`config.mk`:
```
export PLATFORM = sky130hd
export DESIGN_NAME = dmss_load_extract
export DESIGN_NICKNAME = d
export VERILOG_FILES = /design/src/rtl/dmss_pkg.sv /design/src/rtl/dmss_load_extract.sv
export SDC_FILE = /design/constraint.sdc
export NUM_CORES = 1
export LEC_CHECK = 0
export BUFFER_PORTS_ARGS = -buffer_cell sky130_fd_sc_hd__buf_2
export CAP_MARGIN = 10
export CORE_AREA = 2 2 47 49
export DETAILED_ROUTE_END_ITERATION = 12
export DIE_AREA = 0 0 49 51
export PLACE_DENSITY = 0.86
export RECOVER_POWER = 50
export SYNTH_ARGS = -nofsm -noshare
export SYNTH_HDL_FRONTEND = slang
export SYNTH_SLANG_ARGS = --single-unit
export TNS_END_PERCENT = 20
```
`constraint.sdc`:
```
create_clock -name vclk -period 2.4
set_input_delay 0.72 -clock vclk [all_inputs]
set_output_delay 0.72 -clock vclk [all_outputs]
set_load 0.05 [all_outputs]
```
`src/rtl/dmss_pkg.sv`:
```
// dmss shared definitions
// data types, access size encoding and data memory geometry
// used by every block of the data memory subsystem
package dmss_pkg;

    // one memory byte
    typedef logic [7:0] byte_t;

    // data word as seen by the core
    typedef logic [31:0] word_t;

    // byte address, used as physical
    typedef logic [31:0] vaddr_t;

    // access size
    // same as funct3[1:0] of RISC-V loads and stores
    typedef enum logic [1:0] {
        SIZE_BYTE = 2'b00,
        SIZE_HALF = 2'b01,
        SIZE_WORD = 2'b10
    } size_t;

    // memory size in bytes
    // addresses wrap modulo this size
    localparam int DMEM_BYTES = 4096;

    // word index width, 1024 words
    localparam int DMEM_WORD_AW = $clog2(DMEM_BYTES / 4);

endpackage : dmss_pkg

```
`src/rtl/dmss_load_extract.sv`:
```
// dmss load extract
// picks the byte, halfword or word at the registered lane from
// the read word and sign or zero extends it to 32 bits
// purely combinational, sits in the response stage
`timescale 1ns/1ps

module dmss_load_extract (
    input  dmss_pkg::word_t rd_word,
    input  logic            s1_load,
    input  logic [1:0]      s1_lane,
    input  dmss_pkg::size_t s1_size,
    input  logic            s1_unsigned,
    input  logic            s1_misaligned,
    output logic            rsp_load_valid,
    output logic            rsp_illegal,
    output dmss_pkg::word_t rsp_load_data
);
    import dmss_pkg::*;

    byte_t       sel_byte;
    logic [15:0] sel_half;
    logic        byte_sign;
    logic        half_sign;

    // byte at the addressed lane
    assign sel_byte = rd_word[{s1_lane, 3'b000} +: 8];

    // halfword, lane bit 0 is zero when aligned
    assign sel_half = s1_lane[1] ? rd_word[31:16] : rd_word[15:0];

    // fill bits, forced low for unsigned loads
    assign byte_sign = sel_byte[7] && !s1_unsigned;
    assign half_sign = sel_half[15] && !s1_unsigned;

    always_comb begin
        case (s1_size)
            SIZE_BYTE: rsp_load_data = {{24{byte_sign}}, sel_byte};
            SIZE_HALF: rsp_load_data = {{16{half_sign}}, sel_half};
            // word and unused code pass the whole word
            default:   rsp_load_data = rd_word;
        endcase
    end

    // status straight from the stage-1 registers
    // misaligned loads still show valid, data is don't-care then
    assign rsp_load_valid = s1_load;
    assign rsp_illegal    = s1_misaligned;

endmodule : dmss_load_extract

```
==> flow_summary_export.csv, run 1 <==
group,metric,value,unit
final_layout,fillCellCount,151,
setup_path,path_max_fanout,4,
power_and_ir_drop,leakagePower,0.0008332,µW
setup_path,end_kind,"output port",
final_layout,final_area,1530,µm²
timing,finalWorstPathRequiredPeriod,2.633,ns
setup_path,cp.arrival,1.91,ns
die,core,2063,µm²
detailed_routing,detail_route.wl_per_cell,14.46,µm
synthesis,ys_seq_area_frac,0,
final_layout,fin_nets,241,
timing,setup_viol,32,
placed_design,dp_hpwl,2072,µm
synthesis,synth_top_cells_by_count,"nand2_1 (55), a221o_1 (8), nand2b_1 (6), nor2b_1 (6)",
final_layout,seq_cell_count,0,
global_routing,grt_use_total,0.2434,
detailed_routing,drt-initial-drc-count,22,
setup_path,critPathKind,"in2out",
run_status,status,"finished, violations left",
power_and_ir_drop,ir_worst_vdd,0.2057,mV
synthesis,synth_cells,124,
synthesis,synth_top_area_cell,"nand2_1",
die,rows,17,
hold_path,min-delay-start,"s1_misaligned",
final_layout,multi_input_area,774.5,µm²
die,initial_utilization,0.3438,
placed_design,numPortBuffers,69,
timing,slew_headroom,0.7367,
die,ios,73,
hold_path,hold_class,"in2out",
timing,worst_slew_pin_slew,0.3932,ns
detailed_routing,vias,1205,
final_layout,drive_above_1_share,0.5800,
die,fp.dieH,51,µm
detailed_routing,drc_errors,0,
timing,hold_ws,1.440,ns
timing,hold_viol_final,0,
power_and_ir_drop,power_density,350.2,nW/µm²
run,cap_violations,0,
die,die_w,49,µm
global_routing,grt_pass1_wl,4974,µm
synthesis,synth_most_common_cell,"nand2_1",
timing,period_share,1.097,
global_routing,grt_start_max_net_pins,21,
global_routing,gr-total-overflow,0,
synthesis,yosysWarnings,0,
final_layout,clock_buffers,0,
final_layout,antennaDiodeCount,0,
timing,tns,-5.490,ns
detailed_routing,firstDrtPassIters,4,
die,die_area,2499,µm²
timing,grt_setup_unrepaired,"yes",
detailed_routing,postRouteWirelength,3297,µm
placed_design,placed_area,1230,µm²
setup_path,startpoint_type,"input pin",
run_status,violations,"setup timing",
detailed_routing,via_per_inst,5.285,
clocking,postCtsHoldBufs,0,
timing,setup_slack,-0.2329,ns
synthesis,syn_avg_cell_area,5.721,µm²
synthesis,yosysTopAreaCellShare,0.2910,
synthesis,syn-num-nets,163,
final_layout,syn2layout_area_growth,115.7,%
setup_path,crit_start,"s1_lane[0]",
detailed_routing,drtAntennaViolNets,0,
final_layout,seqCellArea,0,µm²
placed_design,place_congestion,0.7459,
synthesis,synth_area,709.4,µm²
synthesis,synth_area_leaders,"nand2_1 (29%), a221o_1 (11%), a22oi_1 (5.3%)",
synthesis,yosysUniqueCellTypes,26,
timing,max_freq,379.8,MHz
timing,drv_slew,0,
global_routing,grt_pass1_vias,1143,
setup_path,crit_required,1.68,ns
placed_design,dp_slack,-0.3508,ns
global_routing,antenna_found_initial,0,
logic make-up (layout without fill, tap and decap cells):
kind of cell / Yosys count / count (layout) / synth area share
buf+inv: 14 / 90 / 0.1164
compound gates: 33 / 33 / 0.3651
simple gates: 74 / 74 / 0.4692
mux: 3 / 3 / 0.04938
worst max-delay path, cell delays in order:
cell,delay [ns]
buf_8,0.09
mux2i_2,0.24
mux2_4,0.20
nor4_4,0.04
buf_4,0.14
a221o_2,0.32
buf_8,0.16
per-layer routing:
| layer | vias to the layer above | GRT usage | routed length [µm] |
|---|---|---|---|
| met5 | - | 0 | 0 |
| met4 | 0 | 0.08095 | 73 |
| met3 | 8 | 0.01462 | 205 |
| met2 | 63 | 0.4954 | 1754 |
| met1 | 548 | 0.2649 | 1264 |
| li1 | 586 | - | - |
placed cells by master (no fill, tap or decap), drive strengths merged, types with 4 or more instances in the layout:
cell type,synthesis,final
o21ai,4,4
nand2b,6,6
nor2b,7,7
nand2,56,56
nor2,4,4
a221o,8,8
a22oi,5,5
buf,9,88
cell type report:
| class | instances | area share |
|---|---|---|
| multi-input combinational | 110 | 0.5061 |
| tap | 28 | 0.02289 |
| timing repair buffer | 88 | 0.4661 |
| inverter | 2 | 0.004906 |
stage by stage:
| step | util | total power, µW | std cells |
|---|---|---|---|
| floorplan | - | 323.8 | 124 |
| global placement | 0.5961 | 425.9 | 226 |
| detailed placement | 0.5961 | 429.9 | 226 |
| CTS | 0.7156 | 512.1 | 228 |
| global route | 0.7417 | 560.3 | 228 |
| finish | 0.7417 | 535.9 | 228 |
final timing paths:
kind	cells after the start	end
setup / recovery	7	rsp_load_data[15]
hold / removal	0	rsp_illegal
what timing repair did:
| item | in CTS | in global routing |
|---|---|---|
| setup endpoints to repair | 32 | 32 |
| resized for setup | 70 | 12 |
| pin swaps | 0 | 4 |
| setup buffers | 2 | 0 |
report_power, final:
group	switching, µW	internal [µW]	leakage, µW
clock network	0	0	0
logic	325	211	0.000833
registers	0	0	0
total	325	211	0.000833
(Power assumes the default switching activity.)
==> run 2: changes to the inputs <==
--- a/config.mk
+++ b/config.mk
@@ -5,12 +5,13 @@
 export SDC_FILE = /design/constraint.sdc
 export NUM_CORES = 1
 export LEC_CHECK = 0
+export ABC_AREA = 1
 export BUFFER_PORTS_ARGS = -buffer_cell sky130_fd_sc_hd__buf_2
 export CAP_MARGIN = 10
-export CORE_AREA = 2 2 47 49
+export CORE_AREA = 2 2 53 55
 export DETAILED_ROUTE_END_ITERATION = 12
-export DIE_AREA = 0 0 49 51
-export PLACE_DENSITY = 0.86
+export DIE_AREA = 0 0 55 57
+export PLACE_DENSITY = 0.83
 export RECOVER_POWER = 50
 export SYNTH_ARGS = -nofsm -noshare
 export SYNTH_HDL_FRONTEND = slang
==> constraint.sdc (replaced) <==
create_clock -name vclk -period 2.13
set_input_delay 0.639 -clock vclk [all_inputs]
set_output_delay 0.639 -clock vclk [all_outputs]
set_load 0.05 [all_outputs]
==> run 2 against run 1 <==
- the flow still finishes with violations (setup timing)
- combinational power increased by 22%
- synthesized cell count up 26%
- via count is 13% higher
- critical path depth increased by 2
- design area grew 23%
- worst setup slack better by 0.16 ns
==> flow_summary_export.csv, run 2 <==
group,metric,value,unit
timing,period_share,1.032,
power_and_ir_drop,power_density,348.2,nW/µm²
setup_path,crit_chain,"buf_12 > inv_8 > nand2_8 > nor2_4 > nand2_4 > nand2_8 > nand2_8 > nand3_2 > buf_8",
setup_path,crit_required,1.49,ns
final_layout,antennaDiodeCount,0,
setup_path,crit_start,"s1_size[1]",
synthesis,synth_most_common_cell,"nand2_1",
detailed_routing,via_per_inst,5.158,
die,rows,19,
placed_design,dp_hpwl,2211,µm
setup_path,startpoint_type,"input pin",
placed_design,dp_slack,-0.3443,ns
global_routing,grt_pass1_wl,5892,µm
die,core,2615,µm²
global_routing,grt_pass1_vias,1330,
die,die_area,3135,µm²
timing,slew_headroom,0.8366,
setup_path,path_max_fanout,6,
detailed_routing,vias,1367,
synthesis,synth_area_leaders,"nand2_1 (30%), nand3_2 (19%), buf_12 (6.4%)",
power_and_ir_drop,ir_worst_vdd,0.2334,mV
final_layout,seqCellArea,0,µm²
timing,worst_slew_pin_slew,0.2469,ns
detailed_routing,drc_errors,0,
setup_path,cp.arrival,1.56,ns
setup_path,slowest_delay,0.15,ns
die,die_w,55,µm
detailed_routing,postRouteWirelength,3901,µm
timing,finalWorstPathRequiredPeriod,2.199,ns
global_routing,gr-total-overflow,0,
setup_path,end_kind,"output port",
setup_path,crit_slowest_cell,"nand2_8",
synthesis,syn-num-nets,195,
synthesis,synth_top_area_cell,"nand2_1",
die,fp.dieH,57,µm
synthesis,yosysUniqueCellTypes,24,
timing,hold_viol_final,0,
detailed_routing,detail_route.wl_per_cell,14.72,µm
global_routing,antenna_found_initial,0,
final_layout,layout_commonest_cell,"nand2_1",
setup_path,critPathKind,"in2out",
synthesis,synth_top_cells_by_count,"nand2_1 (74), nand3_2 (18), nand3_1 (9)",
final_layout,fillCellCount,206,
setup_path,cpMostUsedCell,"nand2_8",
synthesis,yosysWarnings,0,
final_layout,final_area,1876,µm²
synthesis,yosysTopAreaCellShare,0.2968,
final_layout,most-common-layout-cells,"nand2_1 (71), buf_2 (34), nand3_2 (23)",
global_routing,grt_start_max_net_pins,20,
synthesis,synth_cells,156,
final_layout,syn2layout_area_growth,100.4,%
final_layout,final_util,0.7172,
detailed_routing,firstDrtPassIters,4,
synthesis,syn_avg_cell_area,5.999,µm²
timing,drv_slew,0,
global_routing,grt_use_total,0.2465,
die,initial_utilization,0.3579,
final_layout,fin_nets,275,
placed_design,placed_area,1305,µm²
hold_path,min-delay-start,"s1_load",
power_and_ir_drop,leakagePower,0.001041,µW
run,cap_violations,0,
timing,setup_viol,25,
detailed_routing,drtAntennaViolNets,0,
die,ios,73,
detailed_routing,drt-initial-drc-count,37,
timing,max_freq,454.8,MHz
synthesis,synth_area,935.9,µm²
final_layout,drive_above_1_share,0.6282,
timing,setup_slack,-0.06869,ns
final_layout,seq_cell_count,0,
synthesis,ys_seq_area_frac,0,
placed_design,place_congestion,0.7617,
timing,grt_setup_unrepaired,"yes",
final_layout,clock_buffers,0,
run_status,violations,"setup timing",
hold_path,hold_class,"in2out",
placed_design,numPortBuffers,69,
run_status,status,"finished, violations left",
==> run 2: changes by cell type in the layout (fill, tap and decap cells not counted), moves of 5 or more <==
cell      change
nand3_2      +23
a22oi_2       -5
nand2_1      +16
nand2b_1      -5
o211ai_1      +7
buf_6        -24
a221o_2       -8
nand2_8       +6
nand2_2       +7
buf_8        +19
==> run 2: area by class of cell <==
type,instances,area (µm²),area share
multi-input combinational,141,970.9,0.5177
timing repair buffer,86,810.8,0.4323
inverter,6,48.80,0.02602
tap,31,38.79,0.02068
timing repair inverter,1,6.256,0.003336
==> run 2: through the flow <==
| stage | power [µW] | hold WS, ns | TNS [ns] | std cells |
|---|---|---|---|---|
| final | 653.0 | 1.278 | -0.9914 | 265 |
| after global routing | 685.3 | 1.278 | -2.198 | 265 |
| after CTS | 606.9 | 1.278 | -1.253 | 265 |
| after detailed placement | 472.2 | 1.278 | -8.838 | 255 |
| after global placement | 467.5 | 1.278 | -7.928 | 255 |
| after floorplan | 367.5 | 1.445 | -3.433 | 156 |
==> run 2: final timing paths <==
path	to	slack, ns	cells past startpoint
worst max-delay path	rsp_load_data[29]	-0.07	9
worst min-delay path	rsp_load_valid	1.28	0
==> run 2: power by group <==
part           internal, µW  switching, µW  leakage, µW
clock network             0              0            0
registers                 0              0            0
logic                   261            392      0.00104
total                   261            392      0.00104
==> run 2: routing by layer <==
| metal | share of wire | global-route usage |
|---|---|---|
| met3 | 0.066 | 0.02880 |
| met4 | 0.019 | 0.07317 |
| met5 | 0 | 0 |
| met1 | 0.37 | 0.3045 |
| met2 | 0.55 | 0.4337 |
==> run 2: critical path, delay by kind of cell <==
family | cells | cell delay [ns]
simple gates | 6 | 0.59
buf+inv | 3 | 0.33
==> run 2: repair_timing <==
| action | 4_1_cts | 5_1_grt |
|---|---|---|
| resized for setup | 97 | 31 |
| cloned | 5 | 0 |
| pin swaps | 16 | 8 |
| endpoints found under the setup margin | 32 | 32 |
| hold buffers | 0 | 0 |
| setup buffers | 5 | 0 |
==> run 2: cells by family (layout without fill, tap and decap cells) <==
logic type	count (synthesis)	after routing	share of synthesized area
AOI/OAI and AO/OA	9	9	0.06952
buffers and inverters	18	93	0.1711
and+or+nand+nor	129	132	0.7594
