`config.mk`:
```
export PLATFORM = sky130hd
export DESIGN_NAME = dmss_req_stage
export DESIGN_NICKNAME = d
export VERILOG_FILES = /design/src/rtl/dmss_pkg.sv /design/src/rtl/dmss_req_stage.sv
export SDC_FILE = /design/constraint.sdc
export NUM_CORES = 1
export LEC_CHECK = 0
export BUFFER_PORTS_ARGS = -buffer_cell sky130_fd_sc_hd__buf_4
export CAP_MARGIN = 10
export CORE_MARGIN = 4
export CORE_UTILIZATION = 29
export CTS_CLUSTER_DIAMETER = 80
export DETAILED_ROUTE_END_ITERATION = 10
export PLACE_DENSITY = 0.9
export REMOVE_ABC_BUFFERS = 1
export SETUP_SLACK_MARGIN = 0.15
export SLEW_MARGIN = 0
export SYNTH_ARGS = -nofsm -noshare
export SYNTH_HDL_FRONTEND = slang
export SYNTH_SLANG_ARGS = --single-unit
```
`constraint.sdc`:
```
create_clock -name clk -period 2.55 [get_ports clk]
set_input_delay 0.765 -clock clk [delete_from_list [all_inputs] [get_ports clk]]
set_output_delay 0.765 -clock clk [all_outputs]
set_load 0.02 [all_outputs]
```
`src/rtl/dmss_pkg.sv`:
```
// dmss shared definitions
// data types, access size encoding and data memory geometry
// used by every block of the data memory subsystem
package dmss_pkg;

    // one memory byte
    typedef logic [7:0] byte_t;

    // data word as seen by the core
    typedef logic [31:0] word_t;

    // byte address, used as physical
    typedef logic [31:0] vaddr_t;

    // access size
    // same as funct3[1:0] of RISC-V loads and stores
    typedef enum logic [1:0] {
        SIZE_BYTE = 2'b00,
        SIZE_HALF = 2'b01,
        SIZE_WORD = 2'b10
    } size_t;

    // memory size in bytes
    // addresses wrap modulo this size
    localparam int DMEM_BYTES = 4096;

    // word index width, 1024 words
    localparam int DMEM_WORD_AW = $clog2(DMEM_BYTES / 4);

endpackage : dmss_pkg

```
`src/rtl/dmss_req_stage.sv`:
```
// dmss request stage
// checks alignment of an incoming load or store, steers store bytes
// onto the addressed lanes with byte enables, and registers the
// control that the response stage needs one cycle later
`timescale 1ns/1ps

module dmss_req_stage (
    input  logic                              clk,
    input  logic                              rst_n,
    input  logic                              req_load,
    input  logic                              req_store,
    input  dmss_pkg::vaddr_t                  req_addr,
    input  dmss_pkg::size_t                   req_size,
    input  logic                              req_unsigned,
    input  dmss_pkg::word_t                   req_store_data,
    input  logic                              stall,
    output logic                              wr_en,
    output logic [3:0]                        wr_be,
    output dmss_pkg::word_t                   wr_data,
    output logic                              rd_en,
    output logic [dmss_pkg::DMEM_WORD_AW-1:0] word_addr,
    output logic                              s1_load,
    output logic [1:0]                        s1_lane,
    output dmss_pkg::size_t                   s1_size,
    output logic                              s1_unsigned,
    output logic                              s1_misaligned
);
    import dmss_pkg::*;

    logic       accept;
    logic       misaligned;
    logic [1:0] lane;

    // request is taken on every edge without stall
    assign accept = !stall;

    // byte lane within the word
    assign lane = req_addr[1:0];

    // alignment from size and low address bits
    always_comb begin
        case (req_size)
            SIZE_HALF: misaligned = lane[0];
            SIZE_WORD: misaligned = |lane;
            default:   misaligned = 1'b0;
        endcase
    end

    // byte enables and store data replicated onto the lanes
    always_comb begin
        case (req_size)
            SIZE_BYTE: begin
                wr_be   = 4'b0001 << lane;
                wr_data = {4{req_store_data[7:0]}};
            end
            SIZE_HALF: begin
                // upper or lower halfword
                wr_be   = lane[1] ? 4'b1100 : 4'b0011;
                wr_data = {2{req_store_data[15:0]}};
            end
            default: begin
                wr_be   = 4'b1111;
                wr_data = req_store_data;
            end
        endcase
    end

    // misaligned stores never reach memory
    assign wr_en = accept && req_store && !misaligned;
    assign rd_en = accept && req_load;

    // drop lane bits, wrap to memory size
    assign word_addr = req_addr[DMEM_WORD_AW+1:2];

    // response control, cleared by reset
    always_ff @(posedge clk) begin
        if (!rst_n) begin
            s1_load       <= 1'b0;
            s1_misaligned <= 1'b0;
        end else if (accept) begin
            s1_load       <= req_load;
            // only a real access can be illegal
            s1_misaligned <= misaligned && (req_load || req_store);
        end
    end

    // extraction info for the load data
    always_ff @(posedge clk) begin
        if (accept) begin
            s1_lane     <= lane;
            s1_size     <= req_size;
            s1_unsigned <= req_unsigned;
        end
    end

endmodule : dmss_req_stage

```
==> results.tsv, run 1 <==
metric	value	unit
outcome	finished, violations left	
period_needed	2.59	ns
antenna_found_initial	0	
drive_above_1_share	68.4	%
ys_seq_area_share	22.3	%
start_kind	input pin	
critical_path_class	input pin to output pin	
syn-mean-instance-area	6.99	µm²
wl_met1	1.41	mm
drc	0	
gr-total-overflow	0	
cap_violations	0	
worstRegToRegCells	2	
required	1.79	ns
cts_root_buf	clkbuf_4	
synth.distinct_cells	22	
placementRows	19	
clk_path_buf_depth	2	
ys_ff_latch	7	
layout_common_cells	buf_4 (88), nand2_1 (18), a21oi_1 (14), nor2_2 (13), buf_6 (9)	
cts_max_level	1	
first_pass_iters	4	
netlist_area	853	µm²
num_antenna_cells	0	
fin_area	1800	µm²
max_clock_freq	387	MHz
grt_pass1_vias	1240	
placed_area	1470	µm²
area_delta_synth_final	111	%
portBuffers	86	
met3_length	346	µm
layout_commonest_cell	buf_4	
routed_wl	3.99	mm
ant_nets	0	
cts_sinks	7	
dr.max_layer_used	met5	
gp_congestion	0.867	
hold_depth	1	
fin_worst_skew	0	ns
rsz0062_at_grt	true	
fin_util	64.6	%
max_stage_delay	0.28	ns
layout_setup_ws	-0.0364	ns
yosys_warnings	0	
reg2reg_slack	1.85	ns
fin_nets	283	
ctsHoldBuffers	0	
drtIter0Drc	48	
die_area	3870	µm²
worst_pin_slew	0.374	ns
io_pins	127	
crit_path_top_delay_cell	or2_4	
cts_buffers	3	
min_path_type	flip-flop to flip-flop	
crit_arrival	1.82	ns
path_cells	buf_12 -> inv_8 -> ha_4 -> or2_4 -> clkbuf_16 -> nor2_2 -> a21oi_1 -> buf_4	
wl_per_cell	16.8	µm
coreArea	2780	µm²
routed-via-count	1221	
grt_max_degree	17	
synthCells	122	
finalHoldViolCount	0	
die_h	62.2	µm
ir_drop	0.264	mV
cts_tree	built	
setup_violations	6	
clk_latency	0.26	ns
leakage	0.866	nW
die_w	62.2	µm
path_clk_slew	0.05	ns
cp-end-kind	output pin	
cp_max_fo	8	
place_hpwl	2.82	mm
p_per_area	362	nW/µm²
grt_pass1_wl	6.00	mm
finalMaxSlewViolations	0	
wl_met2	2.07	mm
failed_checks	negative setup slack	
start_util	30.7	%
vias_per_cell	5.15	
slew_headroom	75.0	%
period_share	101	%
track_usage	18.9	%
-- repair_timing --
item | in CTS | in global routing
cloned | 1 | 1
pin swaps | 4 | 6
endpoints found under the setup margin | 29 | 29
setup buffers | 2 | 1
gates resized for setup | 41 | 33
hold endpoints to repair | 0 | 0
-- cell usage after synthesis --
library cell / instances / share of area [%]
nand2_1: 19 / 8.4
buf_4: 18 / 16
nor2_1: 18 / 7.9
a21oi_1: 17 / 10
o21ai_0: 10 / 5.9
a22o_1: 8 / 8.2
edfxtp_1: 5 / 18
inv_1: 5 / 2.2
ha_1: 4 / 5.9
nor2b_1: 3 / 2.2
buf_2: 2 / 1.2
dfxtp_1: 2 / 4.7
o21ai_1: 2 / 1.2
a32o_1: 1 / 1.2
buf_6: 1 / 1.3
clkbuf_2: 1 / 0.59
nand2b_4: 1 / 1.6
nand3_1: 1 / 0.59
nor3b_1: 1 / 0.88
o211a_1: 1 / 1.2
o211ai_1: 1 / 0.88
or2_1: 1 / 0.73
-- worst max-delay path, delay by kind of cell --
| family | cells | cell delay (ns) |
|---|---|---|
| adders and majority gates | 1 | 0.16 |
| buffers and inverters | 4 | 0.47 |
| and+or+nand+nor | 2 | 0.37 |
| AOI/OAI and AO/OA | 1 | 0.06 |
-- logic make-up after synthesis --
logic type      after synthesis  synth area share [%]
simple gates                 44                  22.3
compound gates               40                  28.4
buf+inv                      27                  21.1
flops                         7                  22.3
fa+ha+maj                     4                  5.87
-- flip-flops by register name (all words and copies together) (netlist names) --
register	flops
s1_lane	2
s1_unsigned	1
s1_misaligned	1
s1_size	2
s1_load	1
-- layer usage --
layer,vias to the layer above,track usage (%)
met4,2,7.86
met5,-,9.72
met1,580,20.6
met2,52,31.0
li1,574,-
met3,13,8.11
-- report_power, final --
group / switching (W) / internal (W) / leakage (nW)
clock: 0.0000506 / 0.0000604 / 0.0150
combinational: 0.000208 / 0.000198 / 0.786
sequential: 0.00000275 / 0.000130 / 0.0653
-- final timing paths --
check           startpoint       endpoint
max            req_size[0]    wr_data[25]
min          s1_misaligned  s1_misaligned
max reg2reg        s1_load        s1_load
min reg2reg  s1_misaligned  s1_misaligned
-- per-stage QoR --
| stage | hold slack (ns) | setup slack [ns] | std cells | TNS [ns] | total power, W |
|---|---|---|---|---|---|
| 2_1_floorplan | 0.587 | -0.122 | 100 | -2.21 | 0.000279 |
| 3_3_place_gp | 0.495 | -0.219 | 228 | -3.12 | 0.000466 |
| 3_5_place_dp | 0.506 | -0.218 | 228 | -3.76 | 0.000471 |
| 4_1_cts | 0.515 | 0.00912 | 235 | 0 | 0.000616 |
| 5_1_grt | 0.541 | -0.0763 | 237 | -0.631 | 0.000681 |
| 6_report | 0.512 | -0.0364 | 237 | -0.0734 | 0.000650 |
-- layout make-up --
class	instances	area [µm²]
multi-input combinational	89	668
sequential	7	190
timing repair buffer	101	842
tap	31	38.8
clock buffer	4	26.3
inverter	5	31.3
fill	240	985
(Power assumes the default switching activity.)
==> inputs of run 2 (changes only) <==
--- a/config.mk
+++ b/config.mk
@@ -14,6 +14,7 @@
 export PLACE_DENSITY = 0.9
 export REMOVE_ABC_BUFFERS = 1
 export SETUP_SLACK_MARGIN = 0.15
+export SKIP_LAST_GASP = 1
 export SLEW_MARGIN = 0
 export SYNTH_ARGS = -nofsm -noshare
 export SYNTH_HDL_FRONTEND = slang
==> run 2 against run 1 <==
Net effect: total power fell by 1.9%; the run still ends with negative setup slack left; clock-buffer cell count unchanged; global-route usage unchanged; setup slack better by 0.020 ns; highest routed layer unchanged; clock skew is the same; cell count stayed put.
==> results.tsv, run 2 (synthesis results as in run 1) <==
metric	value	unit	change
outcome	finished, violations left		
failed_checks	negative setup slack		
max_clock_freq	390	MHz	+0.79%
cp-end-kind	output pin		
path_buf_inv	4		unchanged
layout_setup_ws	-0.0161	ns	+0.0203 ns
place_hpwl	2.82	mm	unchanged
hp-start	s1_misaligned		
grt_pass1_vias	1240		unchanged
num_antenna_cells	0		unchanged
layout_common_cells	buf_4 (89), nand2_1 (18), a21oi_1 (16), nor2_2 (11)		
p_per_area	363	nW/µm²	+0.22%
cts_sinks	7		unchanged
die_w	62.2	µm	unchanged
drive_above_1_share	65.0	%	-3.4 points
routed_wl	3.88	mm	-2.8%
drtIter0Drc	60		+25%
timing.rr.start	s1_load		
drc	0		unchanged
path_clk_slew	0.05	ns	about the same
gp_congestion	0.867		unchanged
nFillCells	245		+2.1%
cap_violations	0		unchanged
routed-via-count	1204		-1.4%
total_power	0.000638	W	-1.9%
reg2reg_slack	1.84	ns	about the same
period_share	101	%	-0.80 points
first_pass_iters	4		unchanged
gr-total-overflow	0		unchanged
fin_nets	283		unchanged
period_needed	2.57	ns	-0.0203 ns
cts_buffers	3		unchanged
cts_max_level	1		unchanged
placementRows	19		unchanged
ir_drop	0.263	mV	-0.41%
wl_per_cell	16.4	µm	-2.8%
coreArea	2780	µm²	unchanged
required	1.79	ns	about the same
slew_headroom	74.2	%	-0.84 points
die_h	62.2	µm	unchanged
area_delta_synth_final	106	%	
fin_worst_skew	0	ns	unchanged
pre_cts_ws	-0.218	ns	unchanged
cts_tree	built		
start_util	30.7	%	unchanged
top_regs	s1_lane (2), s1_size (2)		
path_cells	buf_12 -> inv_8 -> ha_4 -> or2_4 -> clkbuf_16 -> nor2_2 -> a21oi_1 -> buf_4		
startpoint	req_size[0]		
start_kind	input pin		
setup-tns-final	-0.0393	ns	+0.0341 ns
setup_violations	5		-1
min_path_type	flip-flop to flip-flop		
die_area	3870	µm²	unchanged
rsz0062_at_grt	true		
clk_latency	0.26	ns	about the same
max_stage_delay	0.28	ns	about the same
worst_pin_slew	0.387	ns	+0.0126 ns
crit_arrival	1.80	ns	-0.02 ns
finalMaxSlewViolations	0		unchanged
grt_pass1_wl	6.00	mm	unchanged
portBuffers	86		unchanged
hold_ws	0.512	ns	-0.000114 ns
io_pins	127		unchanged
finalHoldViolCount	0		unchanged
layout_commonest_cell	buf_4		
vias_per_cell	5.08		-1.4%
track_usage	18.9	%	unchanged
clk_path_buf_depth	2		unchanged
ctsHoldBuffers	0		unchanged
critPathTopFamily	buffers and inverters		
critical_path_class	input pin to output pin		
antenna_found_initial	0		unchanged
grt_max_degree	17		unchanged
ant_nets	0		unchanged
leakage	0.862	nW	-0.48%
cts_root_buf	clkbuf_4		
fin_area	1760	µm²	-2.2%
placed_area	1470	µm²	unchanged
cp_max_fo	8		unchanged
crit_path_top_delay_cell	or2_4		
run 2: path summary, 6_finish.rpt:
check	depth (start not counted)	to
setup / recovery	8	wr_data[31]
hold / removal	1	s1_misaligned
setup reg to reg	2	s1_load
hold reg to reg	1	s1_misaligned
run 2: power breakdown:
part	switching, W	internal [W]
Sequential	0.00000276	0.000130
Combinational	0.000201	0.000194
Clock	0.0000492	0.0000603
run 2: layer usage:
layer	GRT usage (%)	vias to the layer above	share of wire [%]
met4	7.86	2	2.1
met1	20.6	572	35
li1	-	573	-
met2	31.0	47	53
met5	9.72	-	1.2
met3	8.11	10	9.3
run 2: cell type report:
type	instances	area, µm²	area share, %
tap	31	38.8	2.21
timing repair buffer	101	838	47.7
clock buffer	4	26.3	1.49
inverter	5	31.3	1.78
multi-input combinational	89	633	36.0
sequential	7	190	10.8
run 2: repair_timing:
| action | 4_1_cts | 5_1_grt |
|---|---|---|
| cloned | 1 | 1 |
| setup buffers | 2 | 1 |
| pin swaps | 4 | 5 |
| resized for setup | 41 | 22 |
| setup endpoints to repair | 29 | 29 |
run 2: through the flow:
stage | util [%] | cells
6_report | 63.2 | 237
3_5_place_dp | 52.9 | 228
3_3_place_gp | 52.9 | 228
5_1_grt | 63.2 | 237
2_1_floorplan | - | 100
4_1_cts | 60.0 | 235
run 2: worst reg2reg max path: stages, from the launching register on:
cell and delay, ns:
dfxtp_1 0.31, a21oi_1 0.18, nor2b_1 0.10
==> inputs of run 3 (changes only) <==
--- a/config.mk
+++ b/config.mk
@@ -5,13 +5,14 @@
 export SDC_FILE = /design/constraint.sdc
 export NUM_CORES = 1
 export LEC_CHECK = 0
+export ABC_CLOCK_PERIOD_IN_PS = 2550
 export BUFFER_PORTS_ARGS = -buffer_cell sky130_fd_sc_hd__buf_4
 export CAP_MARGIN = 10
 export CORE_MARGIN = 4
 export CORE_UTILIZATION = 29
 export CTS_CLUSTER_DIAMETER = 80
 export DETAILED_ROUTE_END_ITERATION = 10
-export PLACE_DENSITY = 0.9
+export PLACE_DENSITY = 0.79
 export REMOVE_ABC_BUFFERS = 1
 export SETUP_SLACK_MARGIN = 0.15
 export SKIP_LAST_GASP = 1
==> run 3 against run 2 <==
Net effect: the flow now finishes without violations; via count is 3.5% lower; clock-buffer cell count stayed put; sequential cell count stayed put; non-clock buffer count is 2 lower; die area stayed put; final area is 4.7% lower; highest routed layer is now met4; critical path depth stayed put; wire length is 6.5% lower; cell count is 0.84% lower; total power is 4.2% lower; clock skew stayed put.
==> results.tsv, run 3 (synthesis results as in run 1) <==
metric	value	unit	change
pre_cts_ws	-0.263	ns	-0.0451 ns
wl_per_cell	15.4	µm	-5.7%
worst_pin_slew	0.360	ns	-0.0269 ns
outcome	complete, no violations		
antenna_found_initial	0		unchanged
hold_depth	1		unchanged
drtIter0Drc	28		-53%
cap_violations	0		unchanged
ir_drop	0.336	mV	+28%
cts_tree	built		
area_delta_synth_final	96.3	%	
routed_wl	3.63	mm	-6.5%
portBuffers	86		unchanged
track_usage	17.4	%	-1.6 points
num_antenna_cells	0		unchanged
rsz0062_at_grt	true		
finalMaxSlewViolations	0		unchanged
clk_latency	0.25	ns	about the same
layout_setup_ws	0.00173	ns	+0.0178 ns
first_pass_iters	4		unchanged
place_hpwl	2.77	mm	-1.8%
cts_max_level	1		unchanged
leakage	0.829	nW	-3.8%
drc	0		unchanged
nFillCells	244		-0.41%
io_pins	127		unchanged
max_clock_freq	392	MHz	+0.70%
grt_max_degree	17		unchanged
critical_path_class	input pin to output pin		
start_kind	input pin		
hold_ws	0.515	ns	+0.00327 ns
layout_commonest_cell	buf_4		
gp_congestion	0.758		-12%
grt_util_met3	9.01	%	+0.90 points
grt_pass1_vias	1177		-5.1%
clk_path_buf_depth	2		unchanged
cp-end-kind	output pin		
fin_worst_skew	0	ns	unchanged
drive_above_1_share	62.3	%	-2.8 points
busiest_layer	met2		
total_power	0.000611	W	-4.2%
min_path_type	flip-flop to flip-flop		
placed_area	1470	µm²	unchanged
period_needed	2.55	ns	-0.0178 ns
ant_nets	0		unchanged
grt_util_met2	30.4	%	-0.52 points
vias_per_cell	4.94		-2.7%
hp-start	s1_misaligned		
hold_end	s1_misaligned		
timing.rr.start	s1_misaligned		
cts_root_buf	clkbuf_4		
fin_area	1680	µm²	-4.7%
finalHoldViolCount	0		unchanged
coreArea	2780	µm²	unchanged
ctsHoldBuffers	0		unchanged
grt_pass1_wl	5.58	mm	-7.0%
worstRegToRegCells	1		-1
top_regs	s1_lane (2), s1_size (2)		
required	1.79	ns	about the same
placementRows	19		unchanged
die_w	62.2	µm	unchanged
crit_arrival	1.78	ns	-0.02 ns
cts_sinks	7		unchanged
die_h	62.2	µm	unchanged
routed-via-count	1162		-3.5%
slew_headroom	76.0	%	+1.8 points
die_area	3870	µm²	unchanged
layout_common_cells	buf_4 (89), nand2_1 (18), a21oi_1 (17), nor2_2 (9)		
reg2reg_to	s1_misaligned		
setup_violations	0		-5
setup-tns-final	0	ns	+0.0393 ns
cts_buffers	3		unchanged
fin_nets	281		-0.71%
period_share	99.9	%	-0.70 points
cp_max_fo	14		+6
p_per_area	365	nW/µm²	+0.50%
gr-total-overflow	0		unchanged
start_util	30.7	%	unchanged
grt.met1_usage	17.4	%	-3.2 points
reg2reg_slack	1.89	ns	+0.05 ns
path_clk_slew	0.05	ns	about the same
## run 3: per-layer routing
| metal | part of all wire [%] | up-vias |
|---|---|---|
| met1 | 35 | 525 |
| met3 | 10 | 8 |
| li1 | - | 568 |
| met4 | 2.3 | 0 |
| met5 | 0 | - |
| met2 | 53 | 61 |
## run 3: critical path: stages
cell     delay, ns
buf_8         0.08
inv_6         0.04
ha_4          0.18
or2_4         0.27
buf_12        0.15
nor2_1        0.09
a21oi_1       0.05
buf_4         0.16
## run 3: what timing repair did
item / CTS / global route
resized for setup: 36 / 14
setup endpoints to repair: 29 / 29
setup buffers: 1 / 1
pin swaps: 4 / 6
cloned: 0 / 1
## run 3: where the power goes
part,internal (W),switching [W]
sequential,0.000130,0.00000258
combinational,0.000182,0.000193
clock,0.0000598,0.0000427
## run 3: final cells by class
| cell class | count | area [µm²] | area share (%) |
|---|---|---|---|
| clock buffers | 4 | 26.3 | 1.57 |
| inverters | 5 | 26.3 | 1.57 |
| multi-input cells | 89 | 597 | 35.6 |
| flip-flops and latches | 7 | 190 | 11.4 |
| well taps | 31 | 38.8 | 2.32 |
| repair buffers | 99 | 797 | 47.6 |
## run 3: how the worst max path moves through the flow
stage	startpoint	to	cells after the start
3_3_place_gp	req_size[0]	wr_data[21]	6
5_1_grt	req_size[1]	wr_data[14]	8
6_report	req_size[1]	wr_data[31]	8
3_5_place_dp	req_size[0]	wr_data[21]	6
2_1_floorplan	req_size[0]	wr_data[10]	5
4_1_cts	req_size[1]	wr_en	8
## run 3: stage by stage
stage          instances  utilization, %
3_3_place_gp         228            52.9
6_report             235            60.2
5_1_grt              235            60.2
2_1_floorplan        100               -
4_1_cts              233            58.6
3_5_place_dp         228            52.9
